==> config.mk <==
export PLATFORM = sky130hd
export DESIGN_NAME = decodeStage
export DESIGN_NICKNAME = d
export VERILOG_FILES = /design/src/design/decodePkg.sv /design/src/design/decodeStage.sv /design/src/design/ctrlDecode.sv /design/src/design/immGen.sv /design/src/design/handshakeSlot.sv
export SDC_FILE = /design/constraint.sdc
export NUM_CORES = 1
export LEC_CHECK = 0
export BUFFER_PORTS_ARGS = -buffer_cell sky130_fd_sc_hd__buf_4
export CAP_MARGIN = 30
export CORE_MARGIN = 10
export CORE_UTILIZATION = 40
export CTS_BUF_LIST = sky130_fd_sc_hd__clkbuf_4 sky130_fd_sc_hd__clkbuf_8
export DETAILED_ROUTE_END_ITERATION = 10
export PLACE_DENSITY_LB_ADDON = 0.05
export SYNTH_ARGS = -nofsm -noshare
export SYNTH_HDL_FRONTEND = slang
export SYNTH_SLANG_ARGS = --single-unit
==> constraint.sdc <==
create_clock -name clk -period 6.2 [get_ports clk]
set_input_delay 0.93 -clock clk [delete_from_list [all_inputs] [get_ports clk]]
set_output_delay 0.93 -clock clk [all_outputs]
set_load 0.1 [all_outputs]
==> src/design/decodePkg.sv <==
package decodePkg;

    // Datapath width
    localparam int xlen = 32;

    typedef logic [xlen-1:0] instrT;
    typedef logic [4:0]      regAddrT;

    // RV32 major opcodes
    localparam logic [6:0] opLui    = 7'b0110111;
    localparam logic [6:0] opAuipc  = 7'b0010111;
    localparam logic [6:0] opJal    = 7'b1101111;
    localparam logic [6:0] opJalr   = 7'b1100111;
    localparam logic [6:0] opBranch = 7'b1100011;
    localparam logic [6:0] opLoad   = 7'b0000011;
    localparam logic [6:0] opStore  = 7'b0100011;
    localparam logic [6:0] opImm    = 7'b0010011;
    localparam logic [6:0] opReg    = 7'b0110011;

    // func7 variants within OP and the shift-immediate group
    localparam logic [6:0] funct7Base   = 7'b0000000;
    localparam logic [6:0] funct7Alt    = 7'b0100000;
    localparam logic [6:0] funct7MulDiv = 7'b0000001;

    // Operation class seen by the execute stage
    typedef logic [2:0] aluOpT;

    localparam aluOpT aluOpMem    = 3'b000;
    localparam aluOpT aluOpBranch = 3'b001;
    localparam aluOpT aluOpArith  = 3'b010;
    localparam aluOpT aluOpJal    = 3'b011;
    localparam aluOpT aluOpLui    = 3'b100;
    localparam aluOpT aluOpAuipc  = 3'b101;
    localparam aluOpT aluOpJalr   = 3'b111;

    // Exact ALU operation
    typedef logic [4:0] aluCtrlT;

    localparam aluCtrlT aluAnd  = 5'd0;
    localparam aluCtrlT aluOr   = 5'd1;
    localparam aluCtrlT aluAdd  = 5'd2;
    localparam aluCtrlT aluXor  = 5'd3;
    localparam aluCtrlT aluSub  = 5'd4;
    localparam aluCtrlT aluSll  = 5'd6;
    localparam aluCtrlT aluSrl  = 5'd7;
    localparam aluCtrlT aluSra  = 5'd8;
    localparam aluCtrlT aluSlt  = 5'd9;
    localparam aluCtrlT aluSltu = 5'd10;

    // M extension, consecutive so func3 can be added to aluMul
    localparam aluCtrlT aluMul    = 5'd11;
    localparam aluCtrlT aluMulh   = 5'd12;
    localparam aluCtrlT aluMulhsu = 5'd13;
    localparam aluCtrlT aluMulhu  = 5'd14;
    localparam aluCtrlT aluDiv    = 5'd15;
    localparam aluCtrlT aluDivu   = 5'd16;
    localparam aluCtrlT aluRem    = 5'd17;
    localparam aluCtrlT aluRemu   = 5'd18;

    // Decoded control bundle handed to the execute stage
    typedef struct packed {
        aluOpT           aluOp;
        aluCtrlT         aluCtrl;

        // Operand B comes from imm when set
        logic            aluSrc;
        logic            memRead;
        logic            memWrite;
        logic            regWrite;
        logic            memToReg;
        logic            branch;

        // func3 of a branch, zero elsewhere
        logic [2:0]      branchType;

        regAddrT         regDest;
        regAddrT         rs1;
        regAddrT         rs2;

        logic [xlen-1:0] imm;

        logic            illegal;
    } decodedT;

endpackage
==> src/design/decodeStage.sv <==
`timescale 1ns/100ps

module decodeStage (
    input  logic               clk,
    input  logic               rst,

    input  logic               inReq,
    output logic               inAck,
    input  decodePkg::instrT   instr,

    output logic               outReq,
    input  logic               outAck,
    output decodePkg::decodedT decoded
);

    decodePkg::instrT           heldInstr;
    logic                       midReq;
    logic                       midAck;
    logic [decodePkg::xlen-1:0] imm;
    decodePkg::decodedT         ctrl;
    decodePkg::decodedT         bundle;

    // Instruction word holding slot
    handshakeSlot #(
        .payloadT (decodePkg::instrT)
    ) inSlot (
        .clk     (clk),
        .rst     (rst),
        .inReq   (inReq),
        .inAck   (inAck),
        .inData  (instr),
        .outReq  (midReq),
        .outAck  (midAck),
        .outData (heldInstr)
    );

    immGen immGen0 (
        .instr (heldInstr),
        .imm   (imm)
    );

    ctrlDecode ctrlDecode0 (
        .instr (heldInstr),
        .ctrl  (ctrl)
    );

    // Immediate goes into the otherwise complete control bundle
    always_comb
    begin
        bundle     = ctrl;
        bundle.imm = imm;
    end

    // Decoded bundle holding slot
    handshakeSlot #(
        .payloadT (decodePkg::decodedT)
    ) outSlot (
        .clk     (clk),
        .rst     (rst),
        .inReq   (midReq),
        .inAck   (midAck),
        .inData  (bundle),
        .outReq  (outReq),
        .outAck  (outAck),
        .outData (decoded)
    );

endmodule

==> src/design/ctrlDecode.sv <==
`timescale 1ns/100ps

module ctrlDecode (
    input  decodePkg::instrT   instr,
    output decodePkg::decodedT ctrl
);

    logic [6:0] opcode;
    logic [2:0] func3;
    logic [6:0] func7;
    logic       isIllegal;

    assign opcode = instr[6:0];
    assign func3  = instr[14:12];
    assign func7  = instr[31:25];

    // Shared func3 map of OP-IMM and base OP, right shift defaults to logical
    function automatic decodePkg::aluCtrlT baseAluCtrl(input logic [2:0] f3);
        decodePkg::aluCtrlT code;
        case (f3)
            3'b000:  code = decodePkg::aluAdd;
            3'b001:  code = decodePkg::aluSll;
            3'b010:  code = decodePkg::aluSlt;
            3'b011:  code = decodePkg::aluSltu;
            3'b100:  code = decodePkg::aluXor;
            3'b101:  code = decodePkg::aluSrl;
            3'b110:  code = decodePkg::aluOr;
            default: code = decodePkg::aluAnd;
        endcase
        return code;
    endfunction

    always_comb
    begin
        ctrl      = '0;
        isIllegal = 1'b0;

        case (opcode)
            decodePkg::opLui:
            begin
                ctrl.aluOp    = decodePkg::aluOpLui;
                ctrl.aluCtrl  = decodePkg::aluAdd;
                ctrl.aluSrc   = 1'b1;
                ctrl.regWrite = 1'b1;
            end

            decodePkg::opAuipc:
            begin
                ctrl.aluOp    = decodePkg::aluOpAuipc;
                ctrl.aluCtrl  = decodePkg::aluAdd;
                ctrl.aluSrc   = 1'b1;
                ctrl.regWrite = 1'b1;
            end

            // Jumps write the link address to rd
            decodePkg::opJal,
            decodePkg::opJalr:
            begin
                ctrl.aluOp    = (opcode == decodePkg::opJal) ? decodePkg::aluOpJal
                                                             : decodePkg::aluOpJalr;
                ctrl.aluCtrl  = decodePkg::aluAdd;
                ctrl.aluSrc   = 1'b1;
                ctrl.regWrite = 1'b1;
                ctrl.memToReg = 1'b1;
                ctrl.branch   = 1'b1;
                if (opcode == decodePkg::opJalr && func3 != 3'b000)
                    isIllegal = 1'b1;
            end

            // Compare by subtraction, 010 and 011 are unassigned
            decodePkg::opBranch:
            begin
                ctrl.aluOp      = decodePkg::aluOpBranch;
                ctrl.aluCtrl    = decodePkg::aluSub;
                ctrl.branch     = 1'b1;
                ctrl.branchType = func3;
                if (func3 == 3'b010 || func3 == 3'b011)
                    isIllegal = 1'b1;
            end

            decodePkg::opLoad:
            begin
                ctrl.aluOp    = decodePkg::aluOpMem;
                ctrl.aluCtrl  = decodePkg::aluAdd;
                ctrl.aluSrc   = 1'b1;
                ctrl.memRead  = 1'b1;
                ctrl.memToReg = 1'b1;
                ctrl.regWrite = 1'b1;
            end

            decodePkg::opStore:
            begin
                ctrl.aluOp    = decodePkg::aluOpMem;
                ctrl.aluCtrl  = decodePkg::aluAdd;
                ctrl.aluSrc   = 1'b1;
                ctrl.memWrite = 1'b1;
            end

            decodePkg::opImm:
            begin
                ctrl.aluOp    = decodePkg::aluOpArith;
                ctrl.aluCtrl  = baseAluCtrl(func3);
                ctrl.aluSrc   = 1'b1;
                ctrl.regWrite = 1'b1;
                // SRAI vs SRLI
                if (func3 == 3'b101)
                begin
                    if (func7 == decodePkg::funct7Alt)
                        ctrl.aluCtrl = decodePkg::aluSra;
                    else if (func7 != decodePkg::funct7Base)
                        isIllegal = 1'b1;
                end
            end

            decodePkg::opReg:
            begin
                ctrl.aluOp    = decodePkg::aluOpArith;
                ctrl.regWrite = 1'b1;
                case (func7)
                    decodePkg::funct7Base:
                        ctrl.aluCtrl = baseAluCtrl(func3);
                    decodePkg::funct7Alt:
                        if (func3 == 3'b000)
                            ctrl.aluCtrl = decodePkg::aluSub;
                        else if (func3 == 3'b101)
                            ctrl.aluCtrl = decodePkg::aluSra;
                        else
                            isIllegal = 1'b1;
                    // MUL through REMU follow func3 in order
                    decodePkg::funct7MulDiv:
                        ctrl.aluCtrl = decodePkg::aluMul + {2'b00, func3};
                    default:
                        isIllegal = 1'b1;
                endcase
            end

            // SYSTEM, FENCE and anything unknown
            default:
                isIllegal = 1'b1;
        endcase

        if (isIllegal)
        begin
            ctrl         = '0;
            ctrl.illegal = 1'b1;
        end

        // Register fields pass through for every word
        ctrl.regDest = instr[11:7];
        ctrl.rs1     = instr[19:15];
        ctrl.rs2     = instr[24:20];
    end

endmodule

==> src/design/immGen.sv <==
`timescale 1ns/100ps

module immGen (
    input  decodePkg::instrT             instr,
    output logic [decodePkg::xlen-1:0]   imm
);

    logic [6:0] opcode;

    assign opcode = instr[6:0];

    always_comb
    begin
        case (opcode)
            // U-type
            decodePkg::opLui,
            decodePkg::opAuipc:
                imm = {instr[31:12], 12'b0};

            // I-type
            decodePkg::opLoad,
            decodePkg::opImm,
            decodePkg::opJalr:
                imm = {{20{instr[31]}}, instr[31:20]};

            // S-type
            decodePkg::opStore:
                imm = {{20{instr[31]}}, instr[31:25], instr[11:7]};

            // B-type, offset in halfwords
            decodePkg::opBranch:
                imm = {{19{instr[31]}}, instr[31], instr[7], instr[30:25],
                       instr[11:8], 1'b0};

            // J-type
            decodePkg::opJal:
                imm = {{11{instr[31]}}, instr[31], instr[19:12], instr[20],
                       instr[30:21], 1'b0};

            // R-type and unknown opcodes carry no immediate
            default:
                imm = '0;
        endcase
    end

endmodule

==> src/design/handshakeSlot.sv <==
`timescale 1ns/100ps

module handshakeSlot #(
    parameter type payloadT = logic [31:0]
) (
    input  logic    clk,
    input  logic    rst,

    input  logic    inReq,
    output logic    inAck,
    input  payloadT inData,

    output logic    outReq,
    input  logic    outAck,
    output payloadT outData
);

    typedef enum logic {inIdle, inAcked} inStateT;
    typedef enum logic [1:0] {outEmpty, outOffered, outDraining} outStateT;

    inStateT  inState;
    outStateT outState;
    logic     full;
    logic     capture;
    payloadT  payload;

    // Take a new word only with ack low and nothing held
    assign capture = (inState == inIdle) && inReq && !full;

    always_ff @(posedge clk or posedge rst)
    begin
        if (rst)
        begin
            inState <= inIdle;
        end
        else
        begin
            case (inState)
                inIdle:
                    if (capture)
                        inState <= inAcked;
                inAcked:
                    if (!inReq)
                        inState <= inIdle;
                default:
                    inState <= inIdle;
            endcase
        end
    end

    // Downstream side, offered one cycle after capture
    always_ff @(posedge clk or posedge rst)
    begin
        if (rst)
        begin
            outState <= outEmpty;
        end
        else
        begin
            case (outState)
                outEmpty:
                    if (full)
                        outState <= outOffered;
                outOffered:
                    if (outAck)
                        outState <= outDraining;
                outDraining:
                    if (!outAck)
                        outState <= outEmpty;
                default:
                    outState <= outEmpty;
            endcase
        end
    end

    // Slot frees up once the downstream ack has fallen
    always_ff @(posedge clk or posedge rst)
    begin
        if (rst)
            full <= 1'b0;
        else if (capture)
            full <= 1'b1;
        else if (outState == outDraining && !outAck)
            full <= 1'b0;
    end

    always_ff @(posedge clk)
    begin
        if (capture)
            payload <= inData;
    end

    assign inAck   = (inState == inAcked);
    assign outReq  = (outState == outOffered);
    assign outData = payload;

endmodule

==> flow_summary.ini <==
[job]
drv_cap = 0

[drt]
wl_met2_um = 4190
wl_met3_um = 707
ant_nets = 0
post_drt_wl_per_cell_um = 17.6
wirelength_um = 9390
vias = 2727
drc = 0
firstDrtPassIters = 4
wl_met1_um = 4330
viasPerCell = 5.10
first_iter_violations = 233
top_layer_used = met4

[global_routing]
grt_pass1_wl_um = 14900
grt-ovfl-total = 0
antenna_found_initial = 0
grt_usage_pct = 11.9
grt_max_degree = 46
grt_pass1_vias = 2746

[sta]
clock_skew_ns = 0.0147
setup_viol = 0
period_minus_slack_ns = 2.30
rsz0062_at_grt = false
setup_tns_ns = 0
fin_crit_sh_pct = 37.1
tightest_slew_ns = 0.864
hold_viol_final = 0
setup_slack_ns = 3.90
slew_headroom_pct = 42.3
max_freq_mhz = 435
drv_slew = 0

[power]
clock_power_share_pct = 17.5
power_density_mw_per_mm2 = 486
p_sw_w = 0.00125
pwr-share-comb_pct = 42.6
power_frac_seq_pct = 39.9
vdd_drop_max_mv = 0.269
leakagePower_nw = 2.17
power.share.switching_pct = 47.2
p_int_w = 0.00140

[placement]
io_buffers = 102
dp_hpwl_um = 6820
placed_cell_area_mm2 = 0.00523
gp_congestion = 0.904
place_ws_ns = 3.92
dp.cells = 519

[worst_setup_path]
worst-path-max-fanout = 12
cp_slowest_cell = edfxtp_1
critical_path_class = reg2reg
start_kind = flip-flop
crit_chain = inv_1 > ha_1 > nand2_1 > or2_2 > o32a_1 > nand3b_1 > a21oi_1
required_ns = 6.29
cp.arrival_ns = 2.39
cpPeakStageDelay_ns = 0.47
end_kind = flip-flop

[synth]
ys_async_sr_fraction_pct = 7.62
netlist_area_mm2 = 0.00434
ys.flop_type = edfxtp_1
synthesis.instances = 288
syn_nets = 330
avgSynthCellArea_um2 = 15.1
ys_warn_count = 0
synth_seq_cells = 105
yosysSeqAreaShare_pct = 71.7
synth.distinct_cells = 54
synth_edf_count = 97

[clock_network]
clk_pin_slew_ns = 0.09
postCtsHoldBufs = 0
clk_latency_ns = 0.36
cts_root_buf = clkbuf_8
cts.repair.resized = 0
cts_setup_buffers = 0
cts_tree = done
cts_buffer_depth = 2
cts_buffers = 9
clkSinkCount = 105
ctsHtreeMaxLevel = 3

[floorplan]
rows = 37
boundaryPins = 103
coreArea_mm2 = 0.0105
dieArea_mm2 = 0.0154
start_util_pct = 41.5
die_w_um = 124
die_h_um = 124

[layout]
antenna_cells = 0
final_nets = 436
fin_cells = 535
drive_gt1_share_pct = 36.1
stdcell_area_mm2 = 0.00545
area_delta_synth_final_pct = 25.6

[status]
status = finished, final reports clean

[hold_path]
hold_class = reg2reg
[per-layer routing]
metal  vias to the layer above  track usage, %
li1                       1311               -
met2                        89            17.6
met3                        14            5.31
met1                      1313            15.2
met4                         0            3.82
met5                         -               0
[cell usage in the layout (no fill, tap or decap), drive strengths merged, types with 2 or more instances in the layout]
cell type / instances
nand2b: 12
inv: 13
a21oi: 17
a22o: 4
dfrtp: 8
nor2: 16
nor2b: 5
ha: 6
a32oi: 2
edfxtp: 97
a21o: 21
and2: 9
a21boi: 3
clkbuf: 9
a211oi: 2
o211ai: 2
or3: 3
buf: 106
nand3b: 6
nor3: 15
nand3: 3
nor3b: 2
nand2: 7
o21ai: 6
a31oi: 5
bufinv: 2
[metrics by stage]
stage | total power [W] | hold slack (ns) | utilization, %
after CTS | 0.00269 | 0.454 | 52.1
after detailed placement | 0.00222 | 0.438 | 50.0
after floorplan | 0.00198 | 0.419 | -
after global placement | 0.00221 | 0.426 | 50.0
after global routing | 0.00276 | 0.467 | 52.1
final | 0.00265 | 0.456 | 52.1
[power by group through the flow]
stage	Combinational, W	Sequential, W	Clock, W
CTS	0.00114	0.00106	0.000482
global route	0.00117	0.00108	0.000511
detailed placement	0.00114	0.00108	0
floorplan	0.000189	0.00179	0
finish	0.00113	0.00106	0.000464
global placement	0.00114	0.00107	0
[worst max-delay path, delay by kind of cell, from the launching register on]
kind	cells	cell delay [ns]
fa+ha+maj	1	0.26
buf+inv	1	0.16
flops	1	0.47
simple gates	3	0.76
compound gates	2	0.39
[state kept, by name (all words and copies together) (netlist names)]
register	flops
inSlot.inAck	1
outSlot.outState	2
inSlot.outState	2
outSlot.full	1
outSlot.outData	65
inSlot.outData	32
outSlot.inAck	1
inSlot.full	1
[final timing paths]
check                                             startpoint                                 to  slack [ns]  cells past startpoint
min in group asynchronous                                rst    outSlot.outState[1]$_DFFE_PP0P_        0.50                      2
worst min register to register   inSlot.outData[8]$_DFFE_PP_      outSlot.outData[44]$_DFFE_PP_        0.46                      0
worst min-delay path             inSlot.outData[8]$_DFFE_PP_      outSlot.outData[44]$_DFFE_PP_        0.46                      0
worst max register to register  inSlot.outData[13]$_DFFE_PP_  outSlot.outData[56]$_SDFFCE_PP0P_        3.90                      7
worst max-delay path            inSlot.outData[13]$_DFFE_PP_  outSlot.outData[56]$_SDFFCE_PP0P_        3.90                      7
max in group asynchronous                                rst            outSlot.inAck$_DFF_PP0_        5.47                      2
[area by class of cell]
cell class / instances / area (um2)
clock buffers: 9 / 124
inverters: 10 / 37.5
multi-input cells: 162 / 1120
repair buffers: 106 / 792
clock inverters: 7 / 98.8
well taps: 136 / 170
flip-flops and latches: 105 / 3110
fillers: 918 / 5010
[kinds of logic after synthesis]
group / share of synthesized area, %
adders and majority gates: 1.73
and+or+nand+nor: 12.5
DFF: 71.7
AOI/OAI and AO/OA: 11.3
buffers and inverters: 2.82
[Yosys cell counts, types with 3 or more instances]
cell type  number  area share [%]
a31oi_1         5            0.72
dfrtp_1         8             4.6
a21oi_1        17             2.0
inv_1          10            0.86
nand3b_1        5            0.86
a22o_1          4            0.81
clkbuf_1        4            0.35
nand2b_1       12             1.7
nor3_1         13             1.5
edfxtp_1       97              67
nor2_1         16             1.4
nand2_1         7            0.61
nand3_1         3            0.35
o21ai_0         5            0.58
ha_1            6             1.7
a21o_1         19             3.3
and2_2          6             1.0
nor2b_1         4            0.58
a21boi_0        3            0.52
Power figures use the tool's default switching activity.
